--- src/design/cpu_pkg.sv ---
package cpu_pkg;

	// datapath widths
	localparam int DATA_W = 32;
	localparam int REG_IDX_W = 3;
	localparam int NUM_REGS = 1 << REG_IDX_W;

	// pc step per instruction word
	localparam int INSTR_BYTES = 4;

	// data memory size and load/store latency
	localparam int DMEM_WORDS = 16;
	localparam int DMEM_IDX_W = $clog2(DMEM_WORDS);
	localparam int LDST_CYCLES = 3;
	localparam int LDST_CNT_W = $clog2(LDST_CYCLES + 1);

	// instruction word layout
	localparam int GROUP_W = 2;
	localparam int GROUP_LSB = 30;
	localparam int OPER_W = 3;
	localparam int OPER_LSB = 27;
	localparam int RA_LSB = 24;
	localparam int RB_LSB = 21;
	localparam int RC_LSB = 18;
	localparam int IMM_W = 16;
	localparam int IMM_LSB = 0;

	// top two bits of the word
	typedef enum logic [GROUP_W-1:0]
	{
		GRP_ALU = 2'd0,
		GRP_CTRL = 2'd1,
		GRP_LOAD = 2'd2,
		GRP_STORE = 2'd3
	} instr_group_e;

	// oper field when group is alu
	typedef enum logic [OPER_W-1:0]
	{
		OP_ADD = 3'd0,
		OP_SUB = 3'd1,
		OP_AND = 3'd2,
		OP_OR = 3'd3,
		OP_XOR = 3'd4,
		OP_ADDI = 3'd5
	} alu_op_e;

	// oper field when group is control flow
	typedef enum logic [OPER_W-1:0]
	{
		OP_JMP = 3'd0,
		OP_BEQZ = 3'd1
	} ctrl_op_e;

	// oper stays raw, its meaning depends on group
	typedef struct packed
	{
		instr_group_e group;
		logic [OPER_W-1:0] oper;
		logic [REG_IDX_W-1:0] ra;
		logic [REG_IDX_W-1:0] rb;
		logic [REG_IDX_W-1:0] rc;
		logic [IMM_W-1:0] imm;
		logic nop;
	} decoded_instr_t;

endpackage

--- src/design/issue_if.sv ---
`timescale 1ns/1ps

interface issue_if;
	import cpu_pkg::*;

	// forward path, fetch/decode to execute
	logic issue_valid;
	decoded_instr_t issue_instr;
	logic [DATA_W-1:0] issue_pc;

	// backward path, execute to fetch/decode
	logic busy;
	logic redirect_valid;
	logic [DATA_W-1:0] redirect_pc;

	modport stage (
		output issue_valid, issue_instr, issue_pc,
		input busy, redirect_valid, redirect_pc
	);

	modport exec (
		input issue_valid, issue_instr, issue_pc,
		output busy, redirect_valid, redirect_pc
	);

endinterface

--- src/design/instr_decoder.sv ---
`timescale 1ns/1ps

module instr_decoder (
	input logic [cpu_pkg::DATA_W-1:0] instr,
	output cpu_pkg::decoded_instr_t decoded
);
	import cpu_pkg::*;

	always_comb
	begin
		// group goes straight to the enum
		decoded.group = instr_group_e'(instr[GROUP_LSB +: GROUP_W]);
		// opcode kept raw, exec picks alu or ctrl view
		decoded.oper = instr[OPER_LSB +: OPER_W];

		// register fields
		decoded.ra = instr[RA_LSB +: REG_IDX_W];
		decoded.rb = instr[RB_LSB +: REG_IDX_W];
		decoded.rc = instr[RC_LSB +: REG_IDX_W];

		// low half, zero extended later in exec
		decoded.imm = instr[IMM_LSB +: IMM_W];

		// all-zero word is padding in the program area
		decoded.nop = (instr == '0);
	end

endmodule

--- src/design/fetch_decode_stage.sv ---
`timescale 1ns/1ps

module fetch_decode_stage (
	input logic clk,
	input logic rst,
	output logic fetch_req,
	output logic [cpu_pkg::DATA_W-1:0] fetch_addr,
	input logic fetch_ack,
	input logic [cpu_pkg::DATA_W-1:0] fetch_data,
	issue_if.stage iss
);
	import cpu_pkg::*;

	typedef enum logic [1:0]
	{
		ST_REQ,
		ST_WAIT_ACK_LOW,
		ST_HOLD,
		ST_CHANGE_PC
	} state_e;

	state_e state;

	// speculative pc, also the fetch address
	logic [DATA_W-1:0] pc;

	decoded_instr_t decoded;
	decoded_instr_t held_instr;
	decoded_instr_t issue_src;

	logic ack_seen;
	logic issue_now;

	instr_decoder u_decoder (
		.instr(fetch_data),
		.decoded(decoded)
	);

	// address only changes between requests
	assign fetch_addr = pc;

	// word arrives this cycle
	assign ack_seen = (state == ST_REQ) && fetch_req && fetch_ack;

	// issue straight from memory, or from the hold register once busy drops
	assign issue_now = (ack_seen && !decoded.nop && !iss.busy)
		|| ((state == ST_HOLD) && !iss.busy);
	assign issue_src = (state == ST_HOLD) ? held_instr : decoded;

	always_ff @(posedge clk)
	begin
		if (rst)
		begin
			state <= ST_REQ;
			pc <= '0;
			fetch_req <= 1'b0;
			iss.issue_valid <= 1'b0;
		end
		else
		begin
			iss.issue_valid <= issue_now;

			case (state)
			ST_REQ:
			begin
				// raise request only after ack is gone
				if (!fetch_req && !fetch_ack)
				begin
					fetch_req <= 1'b1;
				end
				if (ack_seen)
				begin
					fetch_req <= 1'b0;
					if (decoded.nop)
					begin
						// padding word, skip it
						pc <= pc + INSTR_BYTES;
						state <= ST_WAIT_ACK_LOW;
					end
					else if (iss.busy)
					begin
						state <= ST_HOLD;
					end
				end
			end

			ST_WAIT_ACK_LOW:
			begin
				if (!fetch_ack)
				begin
					state <= ST_REQ;
				end
			end

			ST_CHANGE_PC:
			begin
				// no fetch until execute resolves the target
				if (iss.redirect_valid)
				begin
					pc <= iss.redirect_pc;
					state <= ST_WAIT_ACK_LOW;
				end
			end

			default:
			begin
				// ST_HOLD, left through issue_now below
			end
			endcase

			if (issue_now)
			begin
				if (issue_src.group == GRP_CTRL)
				begin
					state <= ST_CHANGE_PC;
				end
				else
				begin
					pc <= pc + INSTR_BYTES;
					state <= ST_WAIT_ACK_LOW;
				end
			end
		end
	end

	// payload registers
	always_ff @(posedge clk)
	begin
		if (ack_seen)
		begin
			held_instr <= decoded;
		end
		if (issue_now)
		begin
			iss.issue_instr <= issue_src;
			iss.issue_pc <= pc;
		end
	end

endmodule

--- src/design/reg_file.sv ---
`timescale 1ns/1ps

module reg_file (
	input logic clk,
	input logic rst,
	input logic [cpu_pkg::REG_IDX_W-1:0] rd_a_idx,
	output logic [cpu_pkg::DATA_W-1:0] rd_a,
	input logic [cpu_pkg::REG_IDX_W-1:0] rd_b_idx,
	output logic [cpu_pkg::DATA_W-1:0] rd_b,
	input logic wr_en,
	input logic [cpu_pkg::REG_IDX_W-1:0] wr_idx,
	input logic [cpu_pkg::DATA_W-1:0] wr_data
);
	import cpu_pkg::*;

	logic [DATA_W-1:0] regs [NUM_REGS];

	// combinational read ports
	assign rd_a = regs[rd_a_idx];
	assign rd_b = regs[rd_b_idx];

	always_ff @(posedge clk)
	begin
		if (rst)
		begin
			// whole file starts at zero
			for (int i = 0; i < NUM_REGS; i++)
			begin
				regs[i] <= '0;
			end
		end
		else if (wr_en)
		begin
			regs[wr_idx] <= wr_data;
		end
	end

endmodule

--- src/design/exec_stage.sv ---
`timescale 1ns/1ps

module exec_stage (
	input logic clk,
	input logic rst,
	issue_if.exec iss,
	output logic retire_valid,
	output logic [cpu_pkg::DATA_W-1:0] retire_pc,
	output logic retire_we,
	output logic [cpu_pkg::REG_IDX_W-1:0] retire_reg,
	output logic [cpu_pkg::DATA_W-1:0] retire_value
);
	import cpu_pkg::*;

	// one-deep stage register
	decoded_instr_t ex_instr;
	logic [DATA_W-1:0] ex_pc;
	logic ex_valid;

	// load/store wait counter
	logic [LDST_CNT_W-1:0] ldst_cnt;

	logic [DATA_W-1:0] dmem [DMEM_WORDS];
	logic [DMEM_IDX_W-1:0] dmem_idx;

	logic [REG_IDX_W-1:0] rd_b_idx;
	logic [DATA_W-1:0] op_a;
	logic [DATA_W-1:0] op_b;
	logic [DATA_W-1:0] imm_ext;
	logic [DATA_W-1:0] eff_addr;
	logic [DATA_W-1:0] alu_result;
	logic [DATA_W-1:0] next_pc;
	logic done;

	// second read port serves rc for alu, ra as store data
	assign rd_b_idx = (ex_instr.group == GRP_STORE) ? ex_instr.ra : ex_instr.rc;

	reg_file u_regs (
		.clk(clk),
		.rst(rst),
		.rd_a_idx(ex_instr.rb),
		.rd_a(op_a),
		.rd_b_idx(rd_b_idx),
		.rd_b(op_b),
		.wr_en(done && retire_we),
		.wr_idx(ex_instr.ra),
		.wr_data(retire_value)
	);

	assign imm_ext = {{(DATA_W - IMM_W){1'b0}}, ex_instr.imm};
	// address wraps inside the small data memory
	assign eff_addr = op_a + imm_ext;
	assign dmem_idx = eff_addr[DMEM_IDX_W-1:0];

	// alu ops complete at once, loads and stores after the counter drains
	assign done = ex_valid && (ldst_cnt == '0);
	assign iss.busy = (ldst_cnt != '0);

	always_comb
	begin
		case (alu_op_e'(ex_instr.oper))
		OP_ADD: alu_result = op_a + op_b;
		OP_SUB: alu_result = op_a - op_b;
		OP_AND: alu_result = op_a & op_b;
		OP_OR: alu_result = op_a | op_b;
		OP_XOR: alu_result = op_a ^ op_b;
		OP_ADDI: alu_result = op_a + imm_ext;
		default: alu_result = '0;
		endcase
	end

	// branch resolution, fall through on unknown opcode
	always_comb
	begin
		next_pc = ex_pc + INSTR_BYTES;
		case (ctrl_op_e'(ex_instr.oper))
		OP_JMP: next_pc = imm_ext;
		OP_BEQZ:
		begin
			if (op_a == '0)
			begin
				next_pc = imm_ext;
			end
		end
		default: next_pc = ex_pc + INSTR_BYTES;
		endcase
	end

	assign iss.redirect_valid = done && (ex_instr.group == GRP_CTRL);
	assign iss.redirect_pc = next_pc;

	always_comb
	begin
		retire_valid = done;
		retire_pc = ex_pc;
		retire_we = 1'b0;
		retire_value = alu_result;
		case (ex_instr.group)
		GRP_ALU: retire_we = 1'b1;
		GRP_CTRL: retire_value = next_pc;
		GRP_LOAD:
		begin
			retire_we = 1'b1;
			retire_value = dmem[dmem_idx];
		end
		default: retire_value = op_b;
		endcase
		// no destination reported for stores and branches
		retire_reg = retire_we ? ex_instr.ra : '0;
	end

	always_ff @(posedge clk)
	begin
		if (rst)
		begin
			ex_valid <= 1'b0;
			ldst_cnt <= '0;
			for (int i = 0; i < DMEM_WORDS; i++)
			begin
				dmem[i] <= '0;
			end
		end
		else
		begin
			if (ldst_cnt != '0)
			begin
				ldst_cnt <= ldst_cnt - 1'b1;
			end
			if (done)
			begin
				ex_valid <= 1'b0;
				if (ex_instr.group == GRP_STORE)
				begin
					dmem[dmem_idx] <= op_b;
				end
			end
			if (iss.issue_valid)
			begin
				ex_valid <= 1'b1;
				// busy for the remaining load/store cycles
				if (iss.issue_instr.group inside {GRP_LOAD, GRP_STORE})
				begin
					ldst_cnt <= LDST_CNT_W'(LDST_CYCLES - 1);
				end
			end
		end
	end

	// issued instruction, payload only
	always_ff @(posedge clk)
	begin
		if (iss.issue_valid)
		begin
			ex_instr <= iss.issue_instr;
			ex_pc <= iss.issue_pc;
		end
	end

endmodule

--- src/design/cpu_front.sv ---
`timescale 1ns/1ps

module cpu_front (
	input logic clk,
	input logic rst,
	output logic fetch_req,
	output logic [cpu_pkg::DATA_W-1:0] fetch_addr,
	input logic fetch_ack,
	input logic [cpu_pkg::DATA_W-1:0] fetch_data,
	output logic retire_valid,
	output logic [cpu_pkg::DATA_W-1:0] retire_pc,
	output logic retire_we,
	output logic [cpu_pkg::REG_IDX_W-1:0] retire_reg,
	output logic [cpu_pkg::DATA_W-1:0] retire_value
);

	// decoded instructions forward, stall and redirect back
	issue_if iss_bus ();

	fetch_decode_stage u_fetch_decode (
		.clk(clk),
		.rst(rst),
		.fetch_req(fetch_req),
		.fetch_addr(fetch_addr),
		.fetch_ack(fetch_ack),
		.fetch_data(fetch_data),
		.iss(iss_bus.stage)
	);

	exec_stage u_exec (
		.clk(clk),
		.rst(rst),
		.iss(iss_bus.exec),
		.retire_valid(retire_valid),
		.retire_pc(retire_pc),
		.retire_we(retire_we),
		.retire_reg(retire_reg),
		.retire_value(retire_value)
	);

endmodule

--- config.mk ---
export PLATFORM = sky130hd
export DESIGN_NAME = cpu_front
export DESIGN_NICKNAME = d
export VERILOG_FILES = /design/src/design/cpu_pkg.sv /design/src/design/issue_if.sv /design/src/design/instr_decoder.sv /design/src/design/fetch_decode_stage.sv /design/src/design/reg_file.sv /design/src/design/exec_stage.sv /design/src/design/cpu_front.sv
export SDC_FILE = /design/constraint.sdc
export NUM_CORES = 2
export LEC_CHECK = 0
export BUFFER_PORTS_ARGS = -buffer_cell sky130_fd_sc_hd__buf_4
export CAP_MARGIN = 30
export CELL_PAD_IN_SITES_DETAIL_PLACEMENT = 1
export CELL_PAD_IN_SITES_GLOBAL_PLACEMENT = 2
export CORE_AREA = 4 4 366 368
export CTS_BUF_LIST = sky130_fd_sc_hd__clkbuf_16
export DETAILED_ROUTE_END_ITERATION = 10
export DIE_AREA = 0 0 370 372
export PLACE_DENSITY = 0.79
export SYNTH_ARGS = -nofsm -noshare
export SYNTH_HDL_FRONTEND = slang
export SYNTH_HIERARCHICAL = 1
export SYNTH_SLANG_ARGS = --single-unit
--- constraint.sdc ---
create_clock -name clk -period 11.1 [get_ports clk]
set_input_delay 2.775 -clock clk [delete_from_list [all_inputs] [get_ports clk]]
set_output_delay 2.775 -clock clk [all_outputs]
set_load 0.03 [all_outputs]
==> Word level (Yosys, flattened, before mapping) <==
Memory sizes are Yosys's and may differ from the RTL's. A register that Yosys moved wholly into a read port is not among the register bits.
Index checks and enable logic that the tools add are counted.
{ "totals": {"mem_bits_rw": 768, "in_bits": 35, "elab_cells": 131, "reg_bits": 194, "memories": 2} }
{ "op_classes": {"n_bitwise": 3, "n_mux": 45, "add_sub_neg": 6, "eq_ne": 18, "reduce_logical": 30} }
{ "mem_list": {"columns": ["name", "words", "word_bits", "read_ports", "rd_ports_with_merged_regs", "write_ports", "line", "text"], "rows": [
  ["u_exec.dmem", 16, 32, 1, 0, 16, "exec_stage.sv:23", "logic [DATA_W-1:0] dmem [DMEM_WORDS];"],
  ["u_exec.u_regs.regs", 8, 32, 2, 1, 8, "reg_file.sv:16", "logic [DATA_W-1:0] regs [NUM_REGS];"]
]} }
{ "ops": {"columns": ["operator", "count"], "rows": [
  ["32-bit 2-to-1 mux", 8],
  ["32-bit one-hot mux with 6 select lines", 1],
  ["32-bit one-hot mux with 2 select lines", 2],
  ["32-bit one-hot mux with 3 select lines", 1],
  ["32-bit by 3-bit adder with 32-bit output, second input constant", 2],
  ["32-bit zero test", 2],
  ["32-bit OR reduction", 2],
  ["32-bit by 16-bit adder with 32-bit output", 1],
  ["32-bit adder", 1],
  ["32-bit bitwise AND", 1],
  ["32-bit OR", 1],
  ["32-bit subtractor", 1],
  ["32-bit bitwise XOR", 1],
  ["31-bit 2-to-1 mux", 1],
  ["2-bit 2-to-1 mux", 10],
  ["1-bit 2-to-1 mux", 16],
  ["2-bit == test, second input constant", 6],
  ["3-bit 2-to-1 mux", 4],
  ["1-bit logical AND", 9],
  ["2-bit nonzero test", 4],
  ["2-bit by 1-bit == test with 1-bit output, second input constant", 3],
  ["3-bit by 2-bit == test with 1-bit output, second input constant", 2],
  ["3-bit == test, second input constant", 2],
  ["2-bit zero test", 3],
  ["other kinds (14)", 18]
]} }

==> Logic depth before layout (Yosys ltp) <==
{ "depth": {"ltp_word": 9, "mapped_depth": 28, "depth_no_buf": 23} }

==> Hierarchy <==
Netlist, hierarchy kept.
{ "by_module_without_submodules": {"columns": ["mod", "area_per_inst_um2", "cells_each", "seq_area_each_um2", "instances"], "rows": [
  ["exec_stage", 32608.8, 2673, 17296.6, 1],
  ["reg_file", 13645.6, 843, 7687.4, 1],
  ["fetch_decode_stage", 5474.0, 405, 3543.4, 1],
  ["instr_decoder", 297.8, 41, 0.0, 1]
]} }

==> Worst setup path before layout <==
OpenSTA, ideal clock, no wires.
{ "synth_timing": {"path_kind": "reg-to-output", "startpoint": "reg u_exec/ex_instr[29] (netlist name)", "endpoint": "out retire_value[28] (netlist name)", "t_arrival_ps": 6796, "setup_slack_ps": 1529, "stages_incl_launch_ff": 24, "t_required_ps": 8325, "path_cell_list": "edfxtp_1 -> clkbuf_1 -> nand2_1 -> clkbuf_1 -> mux2_2 -> buf_6 -> buf_6 -> mux4_1 -> mux2_2 -> buf_6 -> or4_4 -> or3_4 -> or3_1 -> o41ai_1 -> xnor2_1 -> ha_1 -> a21o_1 -> a21oi_1 -> o21ai_0 -> a21oi_1 -> o211ai_1 -> a31oi_1 -> o21ai_0 -> o311ai_0"} }
{ "synth_via": {"elab_chain_cells": 6} }
{ "synth_lines": {"columns": ["item", "line", "text"], "rows": [
  ["start, declared", "exec_stage.sv:16", "decoded_instr_t ex_instr;"],
  ["start signal, assigned", "exec_stage.sv:154", "ex_instr <= iss.issue_instr;"],
  ["2-bit == test *", "exec_stage.sv:36", "assign rd_b_idx = (ex_instr.group == GRP_STORE) ? ex_instr.ra : ex_instr.rc;"],
  ["3-bit 2-to-1 mux *", "exec_stage.sv:36", null],
  ["named net u_exec.rd_b_idx[0]", "exec_stage.sv:26", "logic [REG_IDX_W-1:0] rd_b_idx;"],
  ["memory 8 x 32 bit *", null, null],
  ["named net u_exec.op_b[5]", "exec_stage.sv:28", "logic [DATA_W-1:0] op_b;"],
  ["32-bit subtractor or 32-bit adder (tied branches)", "exec_stage.sv:63, exec_stage.sv:62", null],
  ["32-bit one-hot mux with 6 select lines *", "exec_stage.sv:61", "case (alu_op_e'(ex_instr.oper))"],
  ["32-bit one-hot mux with 3 select lines *", "exec_stage.sv:98", "case (ex_instr.group)"],
  ["end, declared", "cpu_front.sv:14", "output logic [cpu_pkg::DATA_W-1:0] retire_value"]
]} }
Mark *: on every way through the listed nets, which the timed path passes. The rest lies on a longest branch.

==> Worst setup path in the final report <==
{ "layout_timing": {"startpoint": "reg u_exec/ex_instr[29] (netlist name)", "endpoint": "out retire_value[31] (netlist name)"} }
Same word-level chain as after synthesis.

==> flow_summary.ini <==
[routing]
dr.pass1.iters = 6
routedWlPerCell_um = 32.5
dr_total_vias = 37300
drc = 0
wirelength_mm = 187
ant_nets = 0
drtIter0Drc = 3985
viasPerCell = 6.49

[clock_tree]
clock-sinks = 961
numCtsBuffers = 102
cts_buffer_depth = 3
root_buffer = clkbuf_16
htreeDepth = 3
cts_tree = yes
clkSlewWorstSetupHoldPaths_ns = 0.06
clk_latency_ns = 0.74
hold_buffers = 0

[setup_path]
worst-path-buf-inv = 2
end_kind = output pin
critPathTopFamily = simple AND/OR/NAND/NOR gates
r2r_end = u_exec/u_regs/regs[4][31]
path_cells = nand2_1 > mux2_4 > mux4_1 > mux2_2 > inv_1 > nand4_1 > or4_4 > nor2_4 > a41oi_1 > xnor2_1 > ha_1 > nand3_1 > or3b_2 > a21oi_1 > o221a_2 > a31oi_1 > or3_1 > nand3_1 > buf_4
crit_path_max_fanout = 26
worstSetupPathType = flip-flop to output pin
rr_worst_depth = 20
critPathMostFrequentCell = nand3_1
worstReg2RegStart = u_exec/ex_instr[29]
critPathRequiredTime_ns = 8.33
slowest_delay_ns = 0.71
cp.depth = 19
rrSetupSlack_ns = 3.23
worst_path_max_delay_cell = or4_4
arrival_ns = 8.10
critPathLaunchType = flip-flop

[placement]
place_inst = 5564
post_dp_cell_area_sq_um = 54800
hpwl_mm = 120
pre_cts_slack_ns = 0.984
gp_congestion = 0.915
io_buffers = 136

[finish]
drive_above_1_share_pct = 19.8
area_growth_pct = 12.1
seqCellArea_sq_um = 28500
multi_input_area_sq_um = 21400
fill_cells = 13300
fin_cells = 5756
stdcell_area_sq_um = 58300
utilization_pct = 44.5
fin_nets = 4070

[sta]
setup_ws_ns = 0.222
max_freq_ghz = 0.0919
holdWs_ns = 0.417
fin_tns_setup_ns = 0
maxSlewViolCount = 0
post-route-period-util_pct = 98.0
setup_viol = 0
report.final.hold_viol_count = 0
rsz0062_at_grt = no
tightest_slew_ns = 1.03
finalCriticalPeriod_ns = 10.88
max_slew_margin_pct = 30.7
fin_skew_ns = 0.0407

[grt]
grt_pass1_vias = 38300
met3_usage_pct = 4.31
grt_antenna_before_repair = 6
grt_max_degree = 133
track_usage_pct = 26.7
grt_overflow = 0
met2_usage_pct = 44.2
grt_pass1_wl_mm = 271
top_usage_layer = met2
grtUsageMet1_pct = 35.0

[floorplanning]
initial_core_util_pct = 39.7
die-width_um = 370
die_y_um = 372
dieArea_sq_um = 138000
coreArea_sq_um = 131000
rows = 133
pin_count = 137

[synthesis]
syn_nets = 4114
syn_area_sq_um = 52000
synth.avg_cell_area_sq_um = 13.1
syn_inst = 3959
ys_warn_count = 6

[worst_hold_path]
whs_path_depth = 0
hold_end = u_exec/retire_pc[28]
min_from = u_fetch_decode/iss.issue_pc[28]
min_path_type = flip-flop to flip-flop

[power_and_ir_drop]
vdd_drop_max_uv = 171
power.density_nw_per_um2 = 235
power.total_mw = 13.7
power_leakage_nw = 19.9

[run_status]
outcome = complete, no violations

[run]
maxCapViolations = 0
==> how the worst max path moves through the flow <==
| stage | to | start |
|---|---|---|
| after floorplan | retire_value[28] | u_exec/ex_instr[29] |
| after global placement | retire_value[31] | u_exec/ex_instr[29] |
| after detailed placement | retire_value[31] | u_exec/ex_instr[29] |
| after CTS | retire_value[31] | u_exec/ex_instr[29] |
| after global routing | retire_value[31] | u_exec/ex_instr[29] |
| final | retire_value[31] | u_exec/ex_instr[29] |
==> placed cells by master, fill, tap and decap left out, types with 14 or more instances in the layout <==
master and n:
nand4_1 25, a21oi_1 108, a31oi_1 18, and3_1 25
clkinv_2 19, nand2_1 138, nor3_1 279, nor4_1 407
inv_1 122, o21ai_0 83, a21o_1 21, o211ai_1 16
mux4_2 196, a211oi_1 18, a22oi_1 34, mux2i_1 25
and2_1 143, mux2_2 102, dfxtp_1 38, nor2b_1 15
o21a_1 16, bufinv_16 14, mux4_1 80, nand3_1 63
xnor2_1 73, o22ai_1 35, ha_1 117, xor2_1 42
nor2_1 134, edfxtp_1 922, buf_4 247, clkbuf_16 103
clkinv_1 50
==> routing by layer <==
| layer | part of all wire (%) | wire length (um) |
|---|---|---|
| met5 | 0.022 | 42 |
| met4 | 4.4 | 8310 |
| met3 | 8.1 | 15100 |
| met2 | 48 | 90400 |
| met1 | 39 | 73500 |
==> what timing repair did <==
item,4_1_cts,5_1_grt
endpoints found under the hold margin,0,0
resized for setup,0,3
setup buffers,0,0
endpoints found under the setup margin,0,2
==> worst register-to-register path, delay by kind of cell (launching register included) <==
kind	cells	cell delay, ns
AND/OR/NAND/NOR	9	3.19
XOR/XNOR	1	0.19
adder cells (fa/ha/maj)	1	0.39
flip-flops	1	0.39
AO/OA/AOI/OAI	4	1.07
multiplexers	3	1.60
buffers and inverters	2	0.91
==> sequential cells by signal, indices dropped and copies added, names as in the netlist <==
signal and flops:
u_fetch_decode/iss.issue_valid 1, u_fetch_decode/iss.issue_instr 30, u_fetch_decode/held_instr 30, u_exec/ldst_cnt 2, u_fetch_decode/fetch_addr 32, u_exec/ex_instr 30, u_exec/dmem 512, u_fetch_decode/state 2
u_exec/u_regs/regs 256, u_fetch_decode/fetch_req 1, u_exec/retire_pc 32, u_exec/ex_valid 1, u_fetch_decode/iss.issue_pc 32
==> report_power, final <==
part / switching, mW / total [mW] / internal [mW]
sequential: 0.144 / 4.39 / 4.25
clock: 1.54 / 3.57 / 2.03
combinational: 3.99 / 5.75 / 1.76
==> layout make-up <==
| type | count | share of cell area (%) |
|---|---|---|
| clock buffers | 103 | 4.42 |
| flip-flops and latches | 961 | 48.9 |
| repair buffers | 266 | 3.78 |
| diodes | 2 | 0.00859 |
| clock inverters | 85 | 1.52 |
| multi-input cells | 2443 | 36.7 |
| well taps | 1755 | 3.77 |
| inverters | 141 | 0.928 |
(Power assumes the default switching activity.)
